[config.mk]
export PLATFORM = sky130hd
export DESIGN_NAME = vga_scan_engine
export DESIGN_NICKNAME = d
export VERILOG_FILES = /design/src/vga_pkg.sv /design/src/vga_scan_engine.sv /design/src/vga_sync_gen.sv
export SDC_FILE = /design/constraint.sdc
export NUM_CORES = 1
export LEC_CHECK = 0
export ABC_CLOCK_PERIOD_IN_PS = 3000
export BUFFER_PORTS_ARGS = -buffer_cell sky130_fd_sc_hd__buf_2
export CAP_MARGIN = 20
export CORE_MARGIN = 1.5
export CORE_UTILIZATION = 28
export CTS_BUF_LIST = sky130_fd_sc_hd__clkbuf_4
export CTS_CLUSTER_DIAMETER = 60
export DETAILED_ROUTE_END_ITERATION = 8
export PLACE_DENSITY = 0.57
export SKIP_CTS_REPAIR_TIMING = 1
export SKIP_LAST_GASP = 1
export SLEW_MARGIN = 20
export SYNTH_ARGS = -nofsm -noshare
export SYNTH_HDL_FRONTEND = slang
export SYNTH_SLANG_ARGS = --single-unit
[constraint.sdc]
create_clock -name clk -period 3 [get_ports clk]
set_clock_uncertainty 0.1 [all_clocks]
set_input_delay 0.15 -clock clk [delete_from_list [all_inputs] [get_ports clk]]
set_output_delay 0.15 -clock clk [all_outputs]
set_load 0.005 [all_outputs]
[src/vga_pkg.sv]
/* Shared widths, types and 640x480 @ 60 Hz timing for the VGA controller.
   Pixels are packed as 4-bit R, G and B. Frame buffer holds one active frame only. */
package vga_pkg;

    // Local bus data width
    localparam int XLEN = 32;

    // Horizontal timing in pixel clocks
    localparam int H_ACTIVE = 640;
    localparam int H_FRONT  = 16;
    localparam int H_SYNC   = 96;
    localparam int H_BACK   = 48;
    localparam int H_TOTAL  = H_ACTIVE + H_FRONT + H_SYNC + H_BACK;  // 800

    // Vertical timing in lines
    localparam int V_ACTIVE = 480;
    localparam int V_FRONT  = 10;
    localparam int V_SYNC   = 2;
    localparam int V_BACK   = 33;
    localparam int V_TOTAL  = V_ACTIVE + V_FRONT + V_SYNC + V_BACK;  // 525

    // Sync pulse windows, start inclusive and end exclusive
    localparam int H_SYNC_START = H_ACTIVE + H_FRONT;      // 656
    localparam int H_SYNC_END   = H_SYNC_START + H_SYNC;   // 752
    localparam int V_SYNC_START = V_ACTIVE + V_FRONT;      // 490
    localparam int V_SYNC_END   = V_SYNC_START + V_SYNC;   // 492

    // One word per visible pixel
    localparam int FB_DEPTH = H_ACTIVE * V_ACTIVE;         // 307200

    // {red, green, blue}, 4 bits each
    typedef logic [11:0] pixel_t;

    // Single colour channel
    typedef logic [3:0] colour_t;

    // Enough for FB_DEPTH words
    typedef logic [18:0] fb_addr_t;

    // Raster counters, both count up to under 1024
    typedef logic [9:0] hcount_t;
    typedef logic [9:0] vcount_t;

    // Bit 2 red, bit 1 green, bit 0 blue
    typedef logic [2:0] chan_we_t;

    // Bus data word
    typedef logic [XLEN-1:0] bus_word_t;

endpackage

[src/vga_scan_engine.sv]
/* Scan-out: pixel addressing, two-stage pipeline and blanking of the colour outputs.
   Outputs lag the raster counters by two clocks. Frame buffer read latency must be one clock. */
`timescale 1ns/1ns

module vga_scan_engine import vga_pkg::*; (
    input  logic     clk,
    input  logic     rst,
    output fb_addr_t pix_addr,   // To frame buffer display port
    input  pixel_t   pix_data,   // Returned one clock after pix_addr
    output logic     hsync,
    output logic     vsync,
    output colour_t  rdata,
    output colour_t  gdata,
    output colour_t  bdata
);

    hcount_t  hcount;
    vcount_t  vcount;
    logic     raw_hsync;
    logic     raw_vsync;
    logic     active;
    logic     frame_end;
    fb_addr_t next_addr;         // Address of the next visible pixel
    logic     hsync_d1;
    logic     vsync_d1;
    logic     active_d1;         // Matches pix_addr
    logic     active_d2;         // Matches pix_data

    vga_sync_gen sync_i (
        .clk       (clk),
        .rst       (rst),
        .hcount    (hcount),
        .vcount    (vcount),
        .raw_hsync (raw_hsync),
        .raw_vsync (raw_vsync),
        .active    (active)
    );

    // Last pixel of the 800x525 raster
    assign frame_end = (hcount == hcount_t'(H_TOTAL - 1)) &&
                       (vcount == vcount_t'(V_TOTAL - 1));

    /* Running count of visible pixels gives y*640+x without a multiplier.
       pix_addr holds during blanking, the memory read is simply ignored then */
    always_ff @(posedge clk) begin
        if (rst) begin
            next_addr <= '0;
            pix_addr  <= '0;
        end else if (frame_end) begin
            next_addr <= '0;             // Restart for next frame
        end else if (active) begin
            pix_addr  <= next_addr;
            next_addr <= next_addr + 1'b1;
        end
    end

    // Stage 1 alongside the address register
    always_ff @(posedge clk) begin
        if (rst) begin
            hsync_d1  <= 1'b1;
            vsync_d1  <= 1'b1;
            active_d1 <= 1'b0;
        end else begin
            hsync_d1  <= raw_hsync;
            vsync_d1  <= raw_vsync;
            active_d1 <= active;
        end
    end

    // Stage 2 alongside the memory read
    always_ff @(posedge clk) begin
        if (rst) begin
            hsync     <= 1'b1;
            vsync     <= 1'b1;
            active_d2 <= 1'b0;
        end else begin
            hsync     <= hsync_d1;
            vsync     <= vsync_d1;
            active_d2 <= active_d1;
        end
    end

    // Black outside the visible area
    assign rdata = active_d2 ? pix_data[11:8] : '0;
    assign gdata = active_d2 ? pix_data[7:4]  : '0;
    assign bdata = active_d2 ? pix_data[3:0]  : '0;

    // Address stays inside the frame buffer whenever it is used
    a_addr_range : assert property (
        @(posedge clk) disable iff (rst)
        active_d1 |-> (pix_addr < fb_addr_t'(FB_DEPTH))
    ) else $error("pix_addr %0d beyond frame buffer", pix_addr);

    // Blanking two clocks after the raster leaves the visible area
    a_blank : assert property (
        @(posedge clk) disable iff (rst)
        !active ##2 1'b1 |-> ({rdata, gdata, bdata} == '0)
    ) else $error("colour not blanked");

endmodule

[src/vga_sync_gen.sv]
/* Free-running 800x525 raster counter with decoded sync and active flags.
   All outputs are registered and aligned to the same counter state. Syncs are active low. */
`timescale 1ns/1ns

module vga_sync_gen import vga_pkg::*; (
    input  logic    clk,
    input  logic    rst,
    output hcount_t hcount,     // Pixel within line
    output vcount_t vcount,     // Line within frame
    output logic    raw_hsync,  // Low during horizontal sync
    output logic    raw_vsync,  // Low during vertical sync
    output logic    active      // Visible area
);

    hcount_t h_next;
    vcount_t v_next;
    logic    line_end;
    logic    frame_end;
    logic    hsync_next;
    logic    vsync_next;
    logic    active_next;

    // Last pixel of a line and of a frame
    assign line_end  = (hcount == hcount_t'(H_TOTAL - 1));
    assign frame_end = line_end && (vcount == vcount_t'(V_TOTAL - 1));

    // Next counter state
    always_comb begin
        if (line_end)
            h_next = '0;
        else
            h_next = hcount + 1'b1;

        // Vertical count only moves at end of line
        if (frame_end)
            v_next = '0;
        else if (line_end)
            v_next = vcount + 1'b1;
        else
            v_next = vcount;
    end

    /* Flags are decoded from the next state so that after the register
       they describe the same pixel as hcount and vcount */
    always_comb begin
        hsync_next  = !((h_next >= hcount_t'(H_SYNC_START)) &&
                        (h_next <  hcount_t'(H_SYNC_END)));     // 656..751 low
        vsync_next  = !((v_next >= vcount_t'(V_SYNC_START)) &&
                        (v_next <  vcount_t'(V_SYNC_END)));     // 490..491 low
        active_next = (h_next < hcount_t'(H_ACTIVE)) &&
                      (v_next < vcount_t'(V_ACTIVE));
    end

    // Counters
    always_ff @(posedge clk) begin
        if (rst) begin
            hcount <= '0;
            vcount <= '0;
        end else begin
            hcount <= h_next;
            vcount <= v_next;
        end
    end

    // Registered levels, reset values match pixel 0,0
    always_ff @(posedge clk) begin
        if (rst) begin
            raw_hsync <= 1'b1;       // Not in sync at 0,0
            raw_vsync <= 1'b1;
            active    <= 1'b1;       // 0,0 is visible
        end else begin
            raw_hsync <= hsync_next;
            raw_vsync <= vsync_next;
            active    <= active_next;
        end
    end

    // Counters never leave the raster
    a_hcount_range : assert property (
        @(posedge clk) disable iff (rst)
        hcount < hcount_t'(H_TOTAL)
    ) else $error("hcount %0d out of range", hcount);

    a_vcount_range : assert property (
        @(posedge clk) disable iff (rst)
        vcount < vcount_t'(V_TOTAL)
    ) else $error("vcount %0d out of range", vcount);

endmodule

# Word level (Yosys, flattened, before mapping)
# Cells that the tools add are included.
# word_totals
register_bits	67
latch_bits	0
ram_bits	0
mem_bits_ro	0
input_bits	14
out_inout_bits	33
word_cells	39
mem_count	0
# classes
addsub	3
mul	0
div_mod_pow	0
order_cmp	6
n_eq_ne	2
shift	0
n_mux	6
bitwise_logic	1
n_reduce_logical	8
# op_table
operator	count
$mux W10	3
$add A10 B1 Y10 const B	2
$eq A10 B10 Y1 const B	2
$lt A10 B10 Y1 const B	2
$lt A10 B9 Y1 const B	2
$add A19 B1 Y19 const B	1
$mux W4	3
$ge A10 B10 Y1 const B	1
$ge A10 B9 Y1 const B	1
$logic_and A1 B1 Y1	4
$logic_not A1 Y1	2
$reduce_and A2 Y1	1
$reduce_or A2 Y1	1
$not A1 Y1	1

# Depth between registers and ports, before layout
# Gate-level depths: netlist (run 1).
# logic_depth
word_depth	6
ltp_mapped	9
ltp_nobuf	7

# Modules after synthesis
# Synthesis (run 1) repeated with hierarchy kept, for this count alone.
# hier_totals
cells_unflattened	436
area_unflattened_um2	3548.4
# modules_own_cells
mod	instances	cells_per_inst	area_each_um2	seq_area_each_um2
vga_scan_engine	1	281	2313.5	880.8
vga_sync_gen	1	155	1234.9	460.4

# Worst setup path before layout (run 1)
# No wires, ideal clock.
# synth_timing
kind	register -> register
start	register sync_i.hcount[0]
end	register pix_addr[10]
setup_ps	125
t_arrival_ps	1964
required_time_ps	2775
slack_ps	811
path_stages_with_launch	10
path_buffers	3
synth_period_minus_slack_ps	2189
cell_sequence	dfxtp_1 ha_1 buf_4 nand4_2 or3_4 o21ai_2 buf_6 buf_12 mux2i_1 nor2_1
# synth_via
elab_chain_len	4
# synth_rtl
element	line	rtl
start: declaration	vga_sync_gen.sv:8	output hcount_t hcount,
start signal: assignment	vga_sync_gen.sv:60	hcount <= h_next;
$eq A10 B10 Y1	vga_scan_engine.sv:40	assign frame_end = (hcount == hcount_t'(H_TOTAL - 1)) &&
$logic_and A1 B1 Y1	vga_scan_engine.sv:40	
$not A1 Y1 (no source line)	--	
$reduce_and A2 Y1 (no source line)	--	
end signal: assignment	vga_scan_engine.sv:52	pix_addr <= next_addr;
end: declaration	vga_scan_engine.sv:8	output fb_addr_t pix_addr,
# No other way between the ends.
# A chain may end at the register's enable or synchronous reset.

# Final worst setup path (run 1)
# layout_timing
start	register sync_i.hcount[0]
end	register pix_addr[14]
# The elaborated chain is that of the path after synthesis.

==> results.sh, run 1 <==
export IMPL_status="finished, final reports clean"
export IMPL_track_usage_pct=11.0
export IMPL_dp_hpwl_mm=4.10
export IMPL_viasPerCell=4.55
export IMPL_ys_types=51
export IMPL_cts_buffers=9
export IMPL_grt_max_degree=37
export IMPL_cts_sinks=67
export IMPL_fin_crit_ns=2.51
export IMPL_wl_per_cell_microns=11.2
export IMPL_path_clk_slew_ns=0.11
export IMPL_ioPinCount=47
export IMPL_timing_slew_headroom_pct=57.4
export IMPL_switching_share_pct=22.6
export IMPL_endpoint_kind="register"
export IMPL_ys_ff_latch=67
export IMPL_maxCapViolCount=0
export IMPL_diodes=0
export IMPL_rsz0062_at_grt="false"
export IMPL_worstMarginPinSlew_ns=0.639
export IMPL_slew_violations=0
export IMPL_port_buffers=46
export IMPL_globalRouteOverflowTotal=0
export IMPL_clock_power_share_pct=37.4
export IMPL_dieArea_sq_um=11500
export IMPL_cp_start_kind="register"
export IMPL_async_flop_share_pct=0
export IMPL_drive_gt1_share_pct=20.9
export IMPL_die_h_microns=107
export IMPL_place_ws_ns=0.493
export IMPL_drt_total_wl_mm=5.77
export IMPL_crit_required_ns=3.18
export IMPL_clk_insertion_delay_late_ns=0.41
export IMPL_ant_nets=0
export IMPL_cp_max_fo=19
export IMPL_crit_type="register to register"
export IMPL_hold_viol_final=0
export IMPL_ctsHtreeMaxLevel=3
export IMPL_hold_path_class="primary input to register"
export IMPL_synth_flop_cell="dfxtp_1"
export IMPL_finalWeightedCongestion=0.784
export IMPL_fmax_mhz=399
export IMPL_vdd_drop_max_mv=0.133
export IMPL_final_period_utilization_pct=83.6
export IMPL_grt_antenna_before_repair=0
export IMPL_cts_root_buf="clkbuf_4"
export IMPL_ys_seq_area_share_pct=44.2
export IMPL_mappedNetlistNets=351
export IMPL_num_rows=37
export IMPL_synthCells=332
export IMPL_clockBufferDepth=2
export IMPL_setup_viol=0
export IMPL_synth_avg_cell_area_sq_um=9.14
export IMPL_cts_tree="done"
export IMPL_pwr_share_comb_pct=4.1
export IMPL_via_count=2339
export IMPL_synth_top_area_share_pct=44.2
export IMPL_start_util_pct=29.1
export IMPL_grt_pass1_vias=2227
export IMPL_synth_largest_area_cell="dfxtp_1"
export IMPL_tns_ns=0
export IMPL_whs_ns=0.140
export IMPL_fp_dieW_microns=107
export IMPL_synth_area_leaders="dfxtp_1 (44%), mux2i_1 (6.9%), nor2_1 (6.7%)"
export IMPL_nets=393
export IMPL_power_w=0.00156
export IMPL_syn_area_sq_um=3030
export IMPL_drtIter0Drc=98
export IMPL_final_common_cell="dfxtp_1"
export IMPL_drt_first_pass_iters=4
export IMPL_leakagePower_nw=1.27
export IMPL_drc=0
export IMPL_powerDensity_nw_per_um2=451
export IMPL_seq_power_share_pct=58.6
export IMPL_setup_slack_ns=0.492
export IMPL_internal_power_w=0.00121
export IMPL_synth_edf_count=0
export IMPL_cp_arrival_ns=2.69
export IMPL_mostFrequentLayoutCells="dfxtp_1 (67), nor2_1 (54), buf_2 (46)"
export IMPL_grt_pass1_wl_mm=10.1
export IMPL_coreArea_sq_um=10400
export IMPL_switching_power_w=0.000353
export IMPL_ys_warn_count=0
export IMPL_area_growth_syn_to_layout_pct=14.1
==> final cells by class <==
type | count | area, sq um
fillers | 1080 | 6960
multi-input cells | 234 | 1510
flip-flops and latches | 67 | 1340
repair buffers | 50 | 260
well taps | 136 | 170
clock buffers | 12 | 90.1
inverters | 12 | 45.0
clock inverters | 3 | 40.0
==> flip-flops by register name, summed over array words and instances, names as in the netlist <==
| name | count |
|---|---|
| sync_i.raw_hsync | 1 |
| hsync | 1 |
| active_d1 | 1 |
| vsync | 1 |
| sync_i.raw_vsync | 1 |
| hsync_d1 | 1 |
| sync_i.active | 1 |
| vsync_d1 | 1 |
| active_d2 | 1 |
| sync_i.hcount | 10 |
| sync_i.vcount | 10 |
| pix_addr | 19 |
| next_addr | 19 |
==> metrics by stage <==
step / utilization (%) / cell area, sq um / cells
final: 33.2 / 3460 / 514
after global routing: 33.2 / 3460 / 514
after CTS: 33.2 / 3460 / 514
after detailed placement: 32.0 / 3330 / 499
after global placement: 32.0 / 3330 / 499
after floorplan: - / 3030 / 332
==> per-layer routing <==
metal / share of wire [%] / vias up / track usage (%)
met4: 1.7 / 0 / 6.38
li1: - / 1203 / -
met1: 46 / 1059 / 12.9
met3: 5.3 / 9 / 2.80
met5: 0 / - / 0
met2: 47 / 68 / 18.3
==> critical path, stage by stage, from the launching register on <==
cell and delay [ns]:
dfxtp_1 0.42, ha_1 0.34, nand4_2 0.29, or3_4 0.47, o21ai_2 0.13, buf_4 0.34
mux2i_1 0.24, nor2_1 0.05
==> cell usage after synthesis, types with 3 or more instances <==
library cell / count
dfxtp_1: 67
nor2_1: 54
xnor2_1: 22
mux2i_1: 21
nand3_1: 16
and2_1: 15
nor3_1: 13
inv_1: 12
nand2_1: 12
xor2_1: 9
nand4_1: 8
a21oi_1: 7
or2_2: 6
clkbuf_1: 5
ha_1: 5
nor4_1: 5
buf_2: 4
nor2b_1: 4
o21ai_0: 4
buf_6: 3
or3_1: 3
==> path summary, 6_finish.rpt <==
check        slack [ns]                   startpoint  cells past startpoint                          end
min reg2reg        0.31          vsync_d1$_SDFF_PP1_                      1             vsync$_SDFF_PP1_
max                0.49  sync_i.hcount[0]$_SDFF_PP0_                      7    pix_addr[14]$_SDFFE_PP0P_
min                0.14                          rst                      2  sync_i.hcount[6]$_SDFF_PP0_
max reg2reg        0.49  sync_i.hcount[0]$_SDFF_PP0_                      7    pix_addr[14]$_SDFFE_PP0P_
==> power by group through the flow <==
stage	Sequential [W]	Clock, W	Combinational [W]
after floorplan	0.000931	0	0.0000437
after global placement	0.000934	0	0.0000641
after detailed placement	0.000935	0	0.0000645
after CTS	0.000914	0.000606	0.0000648
after global routing	0.000917	0.000644	0.0000731
final	0.000914	0.000583	0.0000633
==> logic make-up after synthesis <==
family / after synthesis / synth area share (%)
AO/OA/AOI/OAI: 25 / 5.86
XOR/XNOR: 31 / 8.95
adder cells (fa/ha/maj): 5 / 2.06
buffers and inverters: 31 / 5.98
flip-flops: 67 / 44.2
multiplexers: 21 / 6.93
AND/OR/NAND/NOR: 152 / 26.0
Note: power is estimated with default switching activity, not from simulation.
==> run 2, diff against run 1 <==
ABC_CLOCK_PERIOD_IN_PS = 2600   (was 3000)
clock period = 2.6 ns   (was 3 ns; I/O delays follow)
==> run 2 against run 1 <==
Net effect: core utilization is 0.60 points higher; cell area up 1.8%; sequential power up 15%; flip-flop and latch count unchanged; fmax is 10% higher; via count is 1.1% higher; critical path type unchanged; setup slack got worse by 0.16 ns; die area is the same.
==> results.sh, run 2 (same netlist as run 1, synthesis figures left out) <==
export IMPL_drive_gt1_share_pct=20.9
export IMPL_viasPerCell=4.55
export IMPL_grt_antenna_before_repair=0
export IMPL_port_buffers=46
export IMPL_clockBufferDepth=2
export IMPL_dieArea_sq_um=11500
export IMPL_crit_required_ns=2.76
export IMPL_hp_start="rst"
export IMPL_num_rows=37
export IMPL_via_count=2364
export IMPL_dp_hpwl_mm=4.16
export IMPL_endpoint_kind="register"
export IMPL_min_to="pix_addr[17]$_SDFFE_PP0P_"
export IMPL_drt_first_pass_iters=4
export IMPL_r2r_cells=6
export IMPL_r2r_end="sync_i.raw_vsync$_SDFF_PP1_"
export IMPL_powerDensity_nw_per_um2=529
export IMPL_clk_insertion_delay_late_ns=0.41
export IMPL_ant_nets=0
export IMPL_ioPinCount=47
export IMPL_cts_sinks=67
export IMPL_cts_root_buf="clkbuf_4"
export IMPL_cp_max_fo=10
export IMPL_timing_slew_headroom_pct=55.8
export IMPL_crit_type="register to register"
export IMPL_place_ws_ns=0.313
export IMPL_cp_arrival_ns=2.43
export IMPL_coreArea_sq_um=10400
export IMPL_setup_slack_ns=0.329
export IMPL_rsz0062_at_grt="false"
export IMPL_grt_pass1_vias=2204
export IMPL_start_util_pct=29.1
export IMPL_status="finished, final reports clean"
export IMPL_maxCapViolCount=0
export IMPL_slew_violations=0
export IMPL_drt_total_wl_mm=5.87
export IMPL_worstMarginPinSlew_ns=0.664
export IMPL_finalWeightedCongestion=0.746
export IMPL_reg2reg_from="sync_i.hcount[0]$_SDFF_PP0_"
export IMPL_final_common_cell="dfxtp_1"
export IMPL_power_w=0.00187
export IMPL_vdd_drop_max_mv=0.165
export IMPL_cts_tree="done"
export IMPL_leakagePower_nw=1.30
export IMPL_grt_max_degree=37
export IMPL_nets=397
export IMPL_wl_per_cell_microns=11.3
export IMPL_globalRouteOverflowTotal=0
export IMPL_fmax_mhz=440
export IMPL_tns_ns=0
export IMPL_track_usage_pct=11.0
export IMPL_fp_dieW_microns=107
export IMPL_drc=0
export IMPL_whs_path_depth=2
export IMPL_mostFrequentLayoutCells="dfxtp_1 (67), nor2_1 (54), buf_2 (46)"
export IMPL_area_growth_syn_to_layout_pct=16.2
export IMPL_final_period_utilization_pct=87.4
export IMPL_largest_registers="next_addr: 19 flops, pix_addr: 19 flops"
export IMPL_ctsHtreeMaxLevel=3
export IMPL_path_clk_slew_ns=0.11
export IMPL_diodes=0
export IMPL_setup_viol=0
export IMPL_cp_start_kind="register"
export IMPL_hold_path_class="primary input to register"
export IMPL_drtIter0Drc=80
export IMPL_cts_buffers=9
export IMPL_hold_viol_final=0
export IMPL_die_h_microns=107
export IMPL_fin_crit_ns=2.27
export IMPL_reg2reg_slack_ns=0.33
export IMPL_grt_pass1_wl_mm=9.89
-- run 2: layer usage --
layer	GRT usage, %	part of all wire (%)
met1	12.4	46
met2	18.4	47
met3	3.59	5.8
met4	5.52	2.1
met5	0	0
-- run 2: final cells by class --
| cell class | count | area, sq um |
|---|---|---|
| Clock buffer | 9 | 67.6 |
| Clock inverter | 7 | 82.6 |
| Fill cell | 1072 | 6890 |
| Inverter | 12 | 45.0 |
| Multi-Input combinational cell | 234 | 1510 |
| Sequential cell | 67 | 1340 |
| Tap cell | 136 | 170 |
| Timing Repair Buffer | 54 | 303 |
-- run 2: through the flow --
step,hold slack (ns),instances,instance area (sq um),util [%]
final,0.136,519,3520,33.8
after global routing,0.135,519,3520,33.8
after CTS,0.133,519,3520,33.8
after detailed placement,0.298,503,3370,32.4
after global placement,0.294,503,3370,32.4
after floorplan,0.212,332,3030,-
-- run 2: worst max path at each step --
stage / from / to / slack (ns)
2_1_floorplan: sync_i.hcount[0]$_SDFF_PP0_ / pix_addr[10]$_SDFFE_PP0P_ / 0.41
3_3_place_gp: sync_i.hcount[0]$_SDFF_PP0_ / sync_i.raw_vsync$_SDFF_PP1_ / 0.33
3_5_place_dp: sync_i.hcount[0]$_SDFF_PP0_ / sync_i.raw_vsync$_SDFF_PP1_ / 0.31
4_1_cts: sync_i.hcount[0]$_SDFF_PP0_ / sync_i.raw_vsync$_SDFF_PP1_ / 0.29
5_1_grt: sync_i.hcount[0]$_SDFF_PP0_ / sync_i.raw_vsync$_SDFF_PP1_ / 0.11
6_report: sync_i.hcount[0]$_SDFF_PP0_ / sync_i.raw_vsync$_SDFF_PP1_ / 0.33
-- run 2: power by group --
part	leakage, nW	switching (W)	internal [W]
logic	0.677	0.0000391	0.0000365
registers	0.542	0.0000150	0.00104
clock network	0.0761	0.000358	0.000378
total	1.30	0.000412	0.00145
-- run 2: critical path, cell delays in order, from the launching register on --
cell and delay, ns:
dfxtp_1 0.43, ha_1 0.21, nand4_2 0.24, nor3_1 0.59, nand2_1 0.20, mux2i_1 0.20
nand4_1 0.15
